## config.mk

```make
export PLATFORM = sky130hd
export DESIGN_NAME = rs_top
export DESIGN_NICKNAME = d
export VERILOG_FILES = /design/src/logic/rs_cfg_pkg.sv /design/src/logic/rs_op_pkg.sv /design/src/logic/rs_dispatch.sv /design/src/logic/rs_issue.sv /design/src/logic/rs_station.sv /design/src/logic/rs_top.sv
export SDC_FILE = /design/constraint.sdc
export NUM_CORES = 1
export LEC_CHECK = 0
export BUFFER_PORTS_ARGS = -buffer_cell sky130_fd_sc_hd__clkbuf_2
export CELL_PAD_IN_SITES_DETAIL_PLACEMENT = 1
export CELL_PAD_IN_SITES_GLOBAL_PLACEMENT = 2
export CORE_AREA = 3 3 149 151
export CTS_CLUSTER_DIAMETER = 50
export DETAILED_ROUTE_END_ITERATION = 8
export DIE_AREA = 0 0 152 154
export GPL_TIMING_DRIVEN = 0
export PLACE_DENSITY = 0.8
export SLEW_MARGIN = 10
export SYNTH_ARGS = -nofsm -noshare
export SYNTH_HDL_FRONTEND = slang
export SYNTH_SLANG_ARGS = --single-unit
```

## constraint.sdc

```tcl
create_clock -name clk -period 3.3 [get_ports clk]
set_input_delay 0.165 -clock clk [delete_from_list [all_inputs] [get_ports clk]]
set_output_delay 0.165 -clock clk [all_outputs]
set_load 0.01 [all_outputs]
```

## src/logic/rs_cfg_pkg.sv

```systemverilog
package rs_cfg_pkg;

    // physical register file is 64 deep
    parameter int ptag_w = 6;

    // reorder buffer index, 64 slots
    parameter int rob_w = 6;

    // tag carried by the source and destination fields and by the cdb
    typedef logic [ptag_w-1:0] ptag_t;

    typedef logic [rob_w-1:0] rob_idx_t;

    // station depths used when the top level is not overridden
    parameter int add_depth_default    = 4;  // add/logic class
    parameter int muldiv_depth_default = 2;  // multiply/divide class

endpackage : rs_cfg_pkg

```

## src/logic/rs_op_pkg.sv

```systemverilog
package rs_op_pkg;

    import rs_cfg_pkg::*;

    // which station a micro-op goes to
    typedef enum logic {
        cls_add    = 1'b0,
        cls_muldiv = 1'b1
    } op_class_e;

    // {funct7[5], funct3} of the rv32 integer ops
    typedef enum logic [3:0] {
        alu_add  = 4'b0000,
        alu_sll  = 4'b0001,
        alu_slt  = 4'b0010,
        alu_sltu = 4'b0011,
        alu_xor  = 4'b0100,
        alu_srl  = 4'b0101,
        alu_or   = 4'b0110,
        alu_and  = 4'b0111,
        alu_sub  = 4'b1000,
        alu_sra  = 4'b1101
    } alu_op_e;

    typedef struct packed {
        alu_op_e alu_op;
        logic    spare;         // always zero
    } alu_view_t;

    typedef struct packed {
        logic is_div;
        logic upper_or_rem;     // mulh* for multiply, rem* for divide
        logic signed_a;
        logic signed_b;
        logic spare;            // always zero
    } muldiv_view_t;

    // one 5-bit operation word, read according to the station holding it
    typedef union packed {
        alu_view_t    alu;
        muldiv_view_t muldiv;
    } rs_op_u;

    typedef struct packed {
        logic     busy;
        logic     ps1_rdy;
        logic     ps2_rdy;
        ptag_t    ps1;
        ptag_t    ps2;
        ptag_t    pd;
        rob_idx_t rob;
        rs_op_u   op;
    } rs_entry_t;

endpackage : rs_op_pkg

```

## src/logic/rs_dispatch.sv

```systemverilog
module rs_dispatch
(
    input  logic                   dispatch_valid,
    input  logic                   is_muldiv,
    input  logic [2:0]             funct3,
    input  logic                   alt,        // funct7 bit 5
    input  rs_cfg_pkg::ptag_t      ps1,
    input  logic                   ps1_rdy,
    input  rs_cfg_pkg::ptag_t      ps2,
    input  logic                   ps2_rdy,
    input  rs_cfg_pkg::ptag_t      pd,
    input  rs_cfg_pkg::rob_idx_t   rob,
    input  logic                   add_full,
    input  logic                   muldiv_full,
    output rs_op_pkg::rs_entry_t   entry,
    output logic                   add_insert,
    output logic                   muldiv_insert
);

    import rs_op_pkg::*;

    op_class_e cls;
    rs_op_u    op;

    assign cls = op_class_e'(is_muldiv);

    // decode funct3/alt into the view that the target station reads
    always_comb
    begin
        op = '0;
        if (cls == cls_add)
        begin
            op.alu.alu_op = alu_op_e'({alt, funct3});
            op.alu.spare  = 1'b0;
        end
        else if (!funct3[2])
        begin
            // mul, mulh, mulhsu, mulhu
            op.muldiv.is_div       = 1'b0;
            op.muldiv.upper_or_rem = (funct3[1:0] != 2'b00);
            op.muldiv.signed_a     = (funct3[1:0] != 2'b11);
            op.muldiv.signed_b     = !funct3[1];
            op.muldiv.spare        = 1'b0;
        end
        else
        begin
            // div, divu, rem, remu
            op.muldiv.is_div       = 1'b1;
            op.muldiv.upper_or_rem = funct3[1];
            op.muldiv.signed_a     = !funct3[0];
            op.muldiv.signed_b     = !funct3[0];
            op.muldiv.spare        = 1'b0;
        end
    end

    always_comb
    begin
        entry.busy    = 1'b1;
        entry.ps1_rdy = ps1_rdy;
        entry.ps2_rdy = ps2_rdy;
        entry.ps1     = ps1;
        entry.ps2     = ps2;
        entry.pd      = pd;
        entry.rob     = rob;
        entry.op      = op;
    end

    // a full station drops the dispatch, the front end has to hold off
    assign add_insert    = dispatch_valid && (cls == cls_add) && !add_full;
    assign muldiv_insert = dispatch_valid && (cls == cls_muldiv) && !muldiv_full;

endmodule : rs_dispatch

```

## src/logic/rs_issue.sv

```systemverilog
module rs_issue
#(
    parameter int depth = rs_cfg_pkg::add_depth_default
)
(
    input  logic                       [depth-1:0] ready,
    input  rs_op_pkg::rs_entry_t       entries [depth],
    input  logic                       fu_busy,
    output logic                       issue_valid,
    output logic [$clog2(depth)-1:0]   issue_idx,
    output rs_cfg_pkg::ptag_t          ps1,
    output rs_cfg_pkg::ptag_t          ps2,
    output rs_cfg_pkg::ptag_t          pd,
    output rs_cfg_pkg::rob_idx_t       rob,
    output rs_op_pkg::rs_op_u          op
);

    import rs_op_pkg::*;

    localparam int idx_w = $clog2(depth);

    logic [idx_w-1:0] sel_idx;
    logic             found;
    rs_entry_t        sel;

    // oldest-slot-first priority, lowest index wins
    always_comb
    begin
        sel_idx = '0;
        found   = 1'b0;
        for (int i = depth - 1; i >= 0; i--)
        begin
            if (ready[i])
            begin
                sel_idx = idx_w'(i);
                found   = 1'b1;
            end
        end
    end

    assign issue_valid = found && !fu_busy;   // busy unit holds everything
    assign issue_idx   = issue_valid ? sel_idx : '0;

    always_comb
    begin
        sel = '0;
        if (issue_valid)
            sel = entries[sel_idx];
    end

    assign ps1 = sel.ps1;
    assign ps2 = sel.ps2;
    assign pd  = sel.pd;
    assign rob = sel.rob;
    assign op  = sel.op;

    // the station's ready vector has to agree with the entry state it exports
    always_comb
    begin
        assert final (!issue_valid || (entries[issue_idx].busy
                                       && entries[issue_idx].ps1_rdy
                                       && entries[issue_idx].ps2_rdy))
            else $error("rs_issue: issued slot %0d is not ready", issue_idx);
    end

endmodule : rs_issue

```

## src/logic/rs_station.sv

```systemverilog
module rs_station
#(
    parameter int depth = rs_cfg_pkg::add_depth_default
)
(
    input  logic                       clk,
    input  logic                       rst,
    input  logic                       insert,
    input  rs_op_pkg::rs_entry_t       entry_in,
    input  logic                       cdb_valid,
    input  rs_cfg_pkg::ptag_t          cdb_tag,
    input  logic                       issue_valid,
    input  logic [$clog2(depth)-1:0]   issue_idx,
    output logic                       full,
    output logic [depth-1:0]           ready,
    output rs_op_pkg::rs_entry_t       entries [depth]
);

    import rs_cfg_pkg::*;
    import rs_op_pkg::*;

    localparam int idx_w = $clog2(depth);

    if (depth < 2)
    begin : g_depth_check
        $error("rs_station: depth must be at least 2");
    end

    // control bits per slot
    logic [depth-1:0] busy_q;
    logic [depth-1:0] ps1_rdy_q;
    logic [depth-1:0] ps2_rdy_q;

    rs_entry_t slot_q [depth];      // tags, rob index and op word

    logic  cdb_valid_q;
    ptag_t cdb_tag_q;

    logic [idx_w-1:0] free_idx;
    logic [depth-1:0] wake1;
    logic [depth-1:0] wake2;
    logic             ins_wake1;
    logic             ins_wake2;

    // lowest free slot, scanned from the top so the last hit wins
    always_comb
    begin
        free_idx = '0;
        full     = 1'b1;
        for (int i = depth - 1; i >= 0; i--)
        begin
            if (!busy_q[i])
            begin
                free_idx = idx_w'(i);
                full     = 1'b0;
            end
        end
    end

    // wakeup compare against last cycle's cdb
    always_comb
    begin
        for (int i = 0; i < depth; i++)
        begin
            wake1[i] = cdb_valid_q && (slot_q[i].ps1 == cdb_tag_q);
            wake2[i] = cdb_valid_q && (slot_q[i].ps2 == cdb_tag_q);
        end
    end

    assign ins_wake1 = cdb_valid_q && (entry_in.ps1 == cdb_tag_q);
    assign ins_wake2 = cdb_valid_q && (entry_in.ps2 == cdb_tag_q);

    always_ff @(posedge clk)
    begin
        if (rst)
        begin
            busy_q      <= '0;
            ps1_rdy_q   <= '0;
            ps2_rdy_q   <= '0;
            cdb_valid_q <= 1'b0;
        end
        else
        begin
            cdb_valid_q <= cdb_valid;
            for (int i = 0; i < depth; i++)
            begin
                if (busy_q[i] && wake1[i])
                    ps1_rdy_q[i] <= 1'b1;
                if (busy_q[i] && wake2[i])
                    ps2_rdy_q[i] <= 1'b1;
            end
            if (insert)
            begin
                busy_q[free_idx]    <= 1'b1;
                ps1_rdy_q[free_idx] <= entry_in.ps1_rdy || ins_wake1;
                ps2_rdy_q[free_idx] <= entry_in.ps2_rdy || ins_wake2;
            end
            // issued slot is always busy, never the free one
            if (issue_valid)
                busy_q[issue_idx] <= 1'b0;
        end
    end

    always_ff @(posedge clk)
    begin
        cdb_tag_q <= cdb_tag;
        if (insert)
            slot_q[free_idx] <= entry_in;
    end

    always_comb
    begin
        for (int i = 0; i < depth; i++)
        begin
            entries[i]         = slot_q[i];
            entries[i].busy    = busy_q[i];
            entries[i].ps1_rdy = ps1_rdy_q[i];
            entries[i].ps2_rdy = ps2_rdy_q[i];
        end
    end

    assign ready = busy_q & ps1_rdy_q & ps2_rdy_q;

    // dispatch must have seen the full flag
    a_no_insert_when_full: assert property (
        @(posedge clk) disable iff (rst) !(insert && full)
    ) else $error("rs_station: insert while full");

endmodule : rs_station

```

## src/logic/rs_top.sv

```systemverilog
module rs_top
#(
    parameter int add_depth    = rs_cfg_pkg::add_depth_default,
    parameter int muldiv_depth = rs_cfg_pkg::muldiv_depth_default
)
(
    input  logic                   clk,
    input  logic                   rst,

    input  logic                   dispatch_valid,
    input  logic                   is_muldiv,
    input  logic [2:0]             funct3,
    input  logic                   alt,
    input  rs_cfg_pkg::ptag_t      ps1,
    input  logic                   ps1_rdy,
    input  rs_cfg_pkg::ptag_t      ps2,
    input  logic                   ps2_rdy,
    input  rs_cfg_pkg::ptag_t      pd,
    input  rs_cfg_pkg::rob_idx_t   rob,

    input  logic                   cdb_valid,
    input  rs_cfg_pkg::ptag_t      cdb_tag,
    input  logic                   add_fu_busy,
    input  logic                   muldiv_fu_busy,

    output logic                   add_full,
    output logic                   muldiv_full,

    output logic                   add_issue_valid,
    output rs_cfg_pkg::ptag_t      add_ps1,
    output rs_cfg_pkg::ptag_t      add_ps2,
    output rs_cfg_pkg::ptag_t      add_pd,
    output rs_cfg_pkg::rob_idx_t   add_rob,
    output rs_op_pkg::rs_op_u      add_op,

    output logic                   muldiv_issue_valid,
    output rs_cfg_pkg::ptag_t      muldiv_ps1,
    output rs_cfg_pkg::ptag_t      muldiv_ps2,
    output rs_cfg_pkg::ptag_t      muldiv_pd,
    output rs_cfg_pkg::rob_idx_t   muldiv_rob,
    output rs_op_pkg::rs_op_u      muldiv_op
);

    import rs_op_pkg::*;

    rs_entry_t entry;       // shared by both stations, one strobe picks
    logic      add_insert;
    logic      muldiv_insert;

    logic [add_depth-1:0]            add_ready;
    rs_entry_t                       add_entries [add_depth];
    logic [$clog2(add_depth)-1:0]    add_issue_idx;

    logic [muldiv_depth-1:0]         muldiv_ready;
    rs_entry_t                       muldiv_entries [muldiv_depth];
    logic [$clog2(muldiv_depth)-1:0] muldiv_issue_idx;

    rs_dispatch i_dispatch (
        .dispatch_valid (dispatch_valid),
        .is_muldiv      (is_muldiv),
        .funct3         (funct3),
        .alt            (alt),
        .ps1            (ps1),
        .ps1_rdy        (ps1_rdy),
        .ps2            (ps2),
        .ps2_rdy        (ps2_rdy),
        .pd             (pd),
        .rob            (rob),
        .add_full       (add_full),
        .muldiv_full    (muldiv_full),
        .entry          (entry),
        .add_insert     (add_insert),
        .muldiv_insert  (muldiv_insert)
    );

    // add/logic class
    rs_station #(.depth(add_depth)) i_add_station (
        .clk         (clk),
        .rst         (rst),
        .insert      (add_insert),
        .entry_in    (entry),
        .cdb_valid   (cdb_valid),
        .cdb_tag     (cdb_tag),
        .issue_valid (add_issue_valid),
        .issue_idx   (add_issue_idx),
        .full        (add_full),
        .ready       (add_ready),
        .entries     (add_entries)
    );

    rs_issue #(.depth(add_depth)) i_add_issue (
        .ready       (add_ready),
        .entries     (add_entries),
        .fu_busy     (add_fu_busy),
        .issue_valid (add_issue_valid),
        .issue_idx   (add_issue_idx),
        .ps1         (add_ps1),
        .ps2         (add_ps2),
        .pd          (add_pd),
        .rob         (add_rob),
        .op          (add_op)
    );

    // multiply/divide class
    rs_station #(.depth(muldiv_depth)) i_muldiv_station (
        .clk         (clk),
        .rst         (rst),
        .insert      (muldiv_insert),
        .entry_in    (entry),
        .cdb_valid   (cdb_valid),
        .cdb_tag     (cdb_tag),
        .issue_valid (muldiv_issue_valid),
        .issue_idx   (muldiv_issue_idx),
        .full        (muldiv_full),
        .ready       (muldiv_ready),
        .entries     (muldiv_entries)
    );

    rs_issue #(.depth(muldiv_depth)) i_muldiv_issue (
        .ready       (muldiv_ready),
        .entries     (muldiv_entries),
        .fu_busy     (muldiv_fu_busy),
        .issue_valid (muldiv_issue_valid),
        .issue_idx   (muldiv_issue_idx),
        .ps1         (muldiv_ps1),
        .ps2         (muldiv_ps2),
        .pd          (muldiv_pd),
        .rob         (muldiv_rob),
        .op          (muldiv_op)
    );

endmodule : rs_top
```

==> reports/results.md, run 1 <==
| Item | Value |
|:---|:---|
| Outcome | finished, final reports clean |
| Overall die height | 154 µm |
| Switching part of the total | 0.226 |
| Pre-CTS setup slack | 1.07 ns |
| Tcrit/Tclk final | 0.817 |
| CTS tree | yes |
| Prevailing post-synth register cell | edfxtp_1 |
| Cell taking the most area after synthesis | edfxtp_1 |
| Number of standard cells after synthesis | 591 |
| Maximum Capacitance Violations | 0 |
| Internal cell power | 3.96 mW |
| Routed wirelength normalized by instance count | 23.8 µm |
| Inst Count DP | 975 |
| Initial Util | 0.397 |
| Delay of the slowest critical-path stage | 0.61 ns |
| Post-layout instance area | 0.0101 mm² |
| Combinational share of power | 0.058 |
| Clock Path Buffers | 2 |
| Total via count in the routed design | 5700 |
| # rows | 53 |
| Worst Setup Start Kind | flip-flop |
| Reported net switching power | 1.16 mW |
| Async S/R FF share, synth | 0 |
| Number of violations reported at the end of detailed-routing iteration 0 | 500 |
| Number of storage elements in the synthesis netlist | 193 |
| Clk Latency, worst-skew pair | 0.44 ns |
| Dominant delay contributor by cell family on the critical path | simple AND/OR/NAND/NOR gates |
| Highest attainable clock frequency | 0.371 GHz |
| Most numerous cell types in the synthesized netlist | 168 x edfxtp_1, 61 x xor2_1, 39 x nand2_1, 31 x a21oi_1, 29 x nand3_1 |
| Post-layout worst setup margin | 0.604 ns |
| Number of iterations in the first detailed-routing pass | 5 |
| H-tree levels | 4 |
| Congestion Overflow GR | 0 |
| Number of fillers in the final layout | 2185 |
| Area of all sequential standard cells | 0.00555 mm² |
| Antenna diodes | 0 |
| Sequential share of the synthesized area | 0.666 |
| Cell Area, Synth | 0.00833 mm² |
| Share of layout cells above drive strength 1 | 0.251 |
| Number of unique standard cell types used by synthesis | 50 |
| IR drop worst, VDD | 0.416 mV |
| Crit-path cells | buf_2, nand3_2, nand2_2, nor3_2, buf_6, a221o_1, clkbuf_2 |
| Final hold vios | 0 |
| Number of antenna violations at the first check in global routing | 0 |
| Standby leakage power | 3.58 nW |
| GRT Util Overall | 0.209 |
| Kind of capture point of the worst setup path | output port |
| Maximum net fanout on the critical path | 10 |
| Horiz. Die Dim | 152 µm |
| Layout area overhead | 21.6% |
| Crit-path slowest cell | nor3_2 |
| Final critical path time including I/O delays and setup | 2.70 ns |
| Category of the most critical setup path | flip-flop to output port |
| Final RePlAce weighted congestion | 0.819 |
| Final Routed Wirelength | 24400 µm |
| Number of standard cells in the final layout excluding fillers | 1024 |
| Area taken by multi-input logic gates | 0.00251 mm² |
| DIE AREA | 0.0234 mm² |
| Sequential group share of total power | 0.537 |
| Clk slew on worst S/H paths | 0.07 ns |
| Largest cells by area after synthesis | edfxtp_1 61%, xor2_1 6.4%, dfxtp_1 6.0% |
| Buffer count from post-CTS setup fixing | 0 |
| Total Nets Final | 780 |
| Final routed DRC violation total | 0 |
| Arrival @ worst endpoint | 2.53 ns |
| Core outline area | 0.0210 mm² |
| Ports | 105 |
| Tightest slew margin relative to the limit | 0.477 |
| Mean area per synthesized cell | 14.1 µm² |
| Cell chosen for the clock root | clkbuf_16 |
| WP data required | 3.13 ns |
| Path category of the worst min-delay check | primary input to flip-flop |
| Global-route wire length before repair | 37200 µm |
| Sinks on the clock net | 193 |
| Buffering stage count on the worst path with inverters included | 3 |
| Vias per std cell | 5.57 |
| Final setup skew | 0.0127 ns |
| Total setup violations reported at the end of the flow | 0 |
| HPWL after detailed placement | 17200 µm |
| Number of buffers inserted during clock tree synthesis | 17 |
| Pin slew with the least headroom to its limit | 0.781 ns |
| Share of the synthesized area in the top cell type | 0.606 |
| Number of max-slew violations in the final report | 0 |
| Remaining number of nets flagged by the antenna check after routing | 0 |
| YS warnings | 0 |
| Count of input and output buffers | 100 |
| Placed Instance Area | 0.00937 mm² |
| Pin count of the biggest net entering global routing | 26 |
| Clock network fraction of total power | 0.406 |
| RSZ-0062 raised after global routing | no |
| Power density over cell area | 505 mW/mm² |
| Count of flip-flops with a built-in enable after synthesis | 168 |
| Fin util | 0.483 |
| Count leader, synth | edfxtp_1 |
| Via count of the first global-routing pass | 6050 |
## final timing paths
| check | from | end | slack [ns] | depth (start not counted) |
|---|---|---|---|---|
| worst max-delay path | i_add_station.busy_q[0] | add_ps1[0] | 0.60 | 7 |
| worst min-delay path | ps2[4] | i_add_station.slot_q[0][21] | 0.03 | 1 |
| worst max register to register | i_add_station.busy_q[0] | i_add_station.ps1_rdy_q[3] | 1.10 | 6 |
| worst min register to register | i_muldiv_station.ps1_rdy_q[0] | i_muldiv_station.ps1_rdy_q[0] | 0.55 | 2 |
## cells in the final DEF (no fill, tap or decap), drive strengths merged, types with 5 or more instances in the layout
cell | synthesis | routed
a211oi | 10 | 10
a21oi | 31 | 31
a221o | 24 | 24
a221oi | 8 | 8
a22o | 28 | 28
buf | 31 | 39
clkbuf | 14 | 132
clkinv | 0 | 5
dfxtp | 25 | 25
dlygate4sd3 | 0 | 18
edfxtp | 168 | 168
inv | 1 | 5
nand2 | 40 | 40
nand3 | 32 | 32
nand4 | 7 | 7
nor2 | 18 | 18
nor3 | 16 | 16
nor4 | 13 | 13
o211ai | 7 | 7
xnor2 | 23 | 23
xor2 | 61 | 61
## sequential cells by signal (all words and copies together) (netlist names)
signal / flops
i_add_station.busy_q: 4
i_add_station.ps1_rdy_q: 4
i_add_station.ps2_rdy_q: 4
i_add_station.slot_q: 112
i_muldiv_station.busy_q: 2
i_muldiv_station.cdb_tag_q: 6
i_muldiv_station.cdb_valid_q: 1
i_muldiv_station.ps1_rdy_q: 2
i_muldiv_station.ps2_rdy_q: 2
i_muldiv_station.slot_q: 56
## layout make-up
class                      count  share of cell area
timing repair buffer         126              0.0829
tap                          275              0.0340
clock buffer                  18              0.0424
clock inverter                13              0.0152
sequential                   193               0.547
inverter                       1            0.000371
buffer                        45              0.0296
multi-input combinational    353               0.248
## kinds of logic after synthesis
family	after synthesis	share of synthesized area
flip-flops	193	0.666
multiplexers	3	0.00391
XOR/XNOR	84	0.0883
AND/OR/NAND/NOR	143	0.0928
AO/OA/AOI/OAI	121	0.112
other	1	0.000450
buffers and inverters	46	0.0364
## power by group through the flow
stage	combinational [mW]	sequential, mW	clock [mW]
4_1_cts	0.298	2.75	2.09
3_5_place_dp	0.278	2.80	0
5_1_grt	0.323	2.75	2.20
2_1_floorplan	0.151	2.79	0
6_report	0.296	2.75	2.08
3_3_place_gp	0.254	2.80	0
## stage by stage
stage / total power [mW] / setup TNS, ns / hold slack (ns)
floorplan: 2.94 / 0 / 0.193
global placement: 3.05 / -16.50 / 0.267
detailed placement: 3.08 / 0 / 0.270
CTS: 5.13 / 0 / 0.0155
global route: 5.28 / 0 / 0.0238
finish: 5.12 / 0 / 0.0288
## routing by layer
layer,wire (µm),vias to the layer above,track usage,share of wire
met1,10800,2938,0.284,0.44
met4,443,0,0.0668,0.018
li1,-,2558,-,-
met2,11900,178,0.344,0.49
met3,1190,26,0.0369,0.049
met5,0,-,0,0
## repair_timing
item	4_1_cts	5_1_grt
resized for setup	0	0
endpoints found under the hold margin	69	0
hold buffers	18	0
Note: power is estimated with default switching activity, not from simulation.
==> inputs of run 2 (changes only) <==
--- a/config.mk
+++ b/config.mk
@@ -8,12 +8,12 @@
 export BUFFER_PORTS_ARGS = -buffer_cell sky130_fd_sc_hd__clkbuf_2
 export CELL_PAD_IN_SITES_DETAIL_PLACEMENT = 1
 export CELL_PAD_IN_SITES_GLOBAL_PLACEMENT = 2
-export CORE_AREA = 3 3 149 151
+export CORE_AREA = 3 3 155 157
 export CTS_CLUSTER_DIAMETER = 50
 export DETAILED_ROUTE_END_ITERATION = 8
-export DIE_AREA = 0 0 152 154
+export DIE_AREA = 0 0 158 160
 export GPL_TIMING_DRIVEN = 0
-export PLACE_DENSITY = 0.8
+export PLACE_DENSITY = 0.78
 export SLEW_MARGIN = 10
 export SYNTH_ARGS = -nofsm -noshare
 export SYNTH_HDL_FRONTEND = slang
==> constraint.sdc (replaced) <==
create_clock -name clk -period 2.35 [get_ports clk]
set_input_delay 0.1175 -clock clk [delete_from_list [all_inputs] [get_ports clk]]
set_output_delay 0.1175 -clock clk [all_outputs]
set_load 0.01 [all_outputs]
==> run 2 against run 1 <==
Clock power is 42% higher. Cell count is 2.1% higher. Power is 41% higher. Largest power group unchanged. Global-route usage is 0.49 points lower. Count of clock-buffer cells in the layout stayed put. Non-clock buffer count is 11 higher. Highest routed layer is now met5. Utilization is 2.7 points lower. Register-to-register slack worse by 0.73 ns. First-iteration DRC count is 11% lower. Die area is 8.0% higher.
==> reports/results.md, run 2 (synthesis results as in run 1) <==
| Item | Value |
|:---|:---|
| Number of iterations in the first detailed-routing pass | 5 |
| Total via count in the routed design | 5841 |
| CP startpoint | i_add_station.busy_q[0] |
| Clock Path Buffers | 2 |
| # rows | 55 |
| Share of layout cells above drive strength 1 | 0.273 |
| Number of violations reported at the end of detailed-routing iteration 0 | 445 |
| FF-to-FF path depth | 5 |
| Overall die height | 160 µm |
| Final hold vios | 0 |
| Final RePlAce weighted congestion | 0.826 |
| Setup slack, reg-to-reg | 0.37 ns |
| Cell chosen for the clock root | clkbuf_16 |
| Flip-flop count of the largest register, all copies and words added | 112 |
| Congestion Overflow GR | 0 |
| GRT Util Overall | 0.204 |
| IR drop worst, VDD | 0.508 mV |
| Pin slew with the least headroom to its limit | 0.799 ns |
| Horiz. Die Dim | 158 µm |
| Path category of the worst min-delay check | primary input to flip-flop |
| Sinks on the clock net | 193 |
| Met1 wire length | 10900 µm |
| Hold-critical path depth | 1 |
| Vias per std cell | 5.58 |
| Remaining number of nets flagged by the antenna check after routing | 0 |
| Fin util | 0.457 |
| Tcrit/Tclk final | 0.956 |
| Arrival @ worst endpoint | 2.13 ns |
| Final Routed Wirelength | 25500 µm |
| Standby leakage power | 3.66 nW |
| Register with the highest flop count | i_add_station.slot_q |
| Clk Latency, worst-skew pair | 0.44 ns |
| Top metal layer carrying routed signals | met5 |
| RSZ-0062 raised after global routing | no |
| Clk slew on worst S/H paths | 0.08 ns |
| Number of antenna violations at the first check in global routing | 1 |
| Number of buffers inserted during clock tree synthesis | 17 |
| Leading cell type in the layout, fill and taps excluded | edfxtp_1 |
| Highest attainable clock frequency | 0.445 GHz |
| Initial Util | 0.368 |
| Total setup violations reported at the end of the flow | 0 |
| Hold WS | 0.0186 ns |
| Category of the most critical setup path | flip-flop to output port |
| Critical path destination | add_ps2[5] |
| Layout area overhead | 24.1% |
| WP data required | 2.23 ns |
| Post-layout instance area | 0.0103 mm² |
| DIE AREA | 0.0253 mm² |
| Final routed DRC violation total | 0 |
| Global-route wire length before repair | 38300 µm |
| Antenna diodes | 0 |
| HPWL after detailed placement | 17800 µm |
| Final setup skew | 0.0154 ns |
| Placed Instance Area | 0.00938 mm² |
| Via count of the first global-routing pass | 6204 |
| RR Endpoint | i_add_station.ps1_rdy_q[2] |
| Routed wirelength normalized by instance count | 24.4 µm |
| Number of max-slew violations in the final report | 0 |
| Power density over cell area | 700 mW/mm² |
| Outcome | finished, final reports clean |
| CTS tree | yes |
| Final critical path time including I/O delays and setup | 2.25 ns |
| Sum of met2 wire segment lengths after detailed routing | 12600 µm |
| Tightest slew margin relative to the limit | 0.460 |
| Core outline area | 0.0226 mm² |
| Worst hold start | ps1[2] |
| Pin count of the biggest net entering global routing | 26 |
| Routed wl met3 | 1420 µm |
| Worst Setup Start Kind | flip-flop |
| Total Nets Final | 791 |
| Count of input and output buffers | 100 |
| Worst flop-to-flop path startpoint | i_muldiv_station.cdb_valid_q |
| Maximum Capacitance Violations | 0 |
| Largest registers | i_add_station.slot_q: 112 flops, i_muldiv_station.slot_q: 56 flops, i_muldiv_station.cdb_tag_q: 6 flops |
| Maximum net fanout on the critical path | 10 |
| H-tree levels | 4 |
| Ports | 105 |
| Kind of capture point of the worst setup path | output port |
| Top library cells by usage in the layout, fill and taps aside | 168 x edfxtp_1, 106 x clkbuf_2, 61 x xor2_1 |
==> run 2: cell count changes in the layout (fill, tap and decap cells not counted), sizes merged <==
cell and delta:
clkinv -2, buf +1, clkbuf +4, bufinv -1, dlygate4sd3 +6, inv +4
==> run 2: area by class of cell <==
type / count / area, µm²
Inverter: 1 / 3.75
Tap cell: 285 / 357
Clock inverter: 14 / 169
Fill cell: 2291 / 12300
Buffer: 44 / 332
Clock buffer: 18 / 429
Multi-Input combinational cell: 353 / 2540
Sequential cell: 193 / 5560
Timing Repair Buffer: 138 / 953
==> run 2: where the power goes <==
part	switching [mW]	internal (mW)
registers	0.0453	3.81
clock network	1.42	1.53
logic	0.263	0.169
==> run 2: worst min path at each step <==
stage	endpoint	slack [ns]
2_1_floorplan	i_muldiv_station.cdb_tag_q[0]	0.15
3_3_place_gp	i_muldiv_station.cdb_tag_q[5]	0.22
3_5_place_dp	i_muldiv_station.cdb_tag_q[5]	0.22
4_1_cts	i_muldiv_station.slot_q[0][28]	0.0002
5_1_grt	i_muldiv_station.slot_q[0][22]	0.01
6_report	i_muldiv_station.slot_q[0][25]	0.02
==> run 2: critical path: stages, from the launching register on <==
cell	delay, ns
dfxtp_1	0.33
buf_6	0.16
and3_2	0.32
buf_2	0.29
nand2_1	0.09
a21oi_1	0.25
a21o_1	0.12
clkbuf_2	0.12
==> run 2: stage by stage <==
step / power [mW] / std cells / setup WS [ns] / TNS, ns
6_report: 7.24 / 1046 / 0.104 / 0
3_5_place_dp: 4.33 / 985 / 0.204 / 0
2_1_floorplan: 4.13 / 592 / 0.0352 / 0
4_1_cts: 7.28 / 1046 / 0.00306 / 0
5_1_grt: 7.45 / 1046 / 0.0127 / 0
3_3_place_gp: 4.29 / 977 / -1.36 / -109.77
==> run 2: per-layer routing <==
layer,vias to the layer above,track usage
li1,2581,-
met1,3011,0.274
met2,206,0.336
met3,41,0.0388
met4,2,0.0622
met5,-,0
==> run 2: what timing repair did <==
item | 4_1_cts | 5_1_grt
hold buffers | 24 | 0
gates resized for setup | 15 | 15
hold endpoints to repair | 109 | 0
pin swaps | 2 | 0
endpoints found under the setup margin | 46 | 34
buffers inserted | 6 | 0
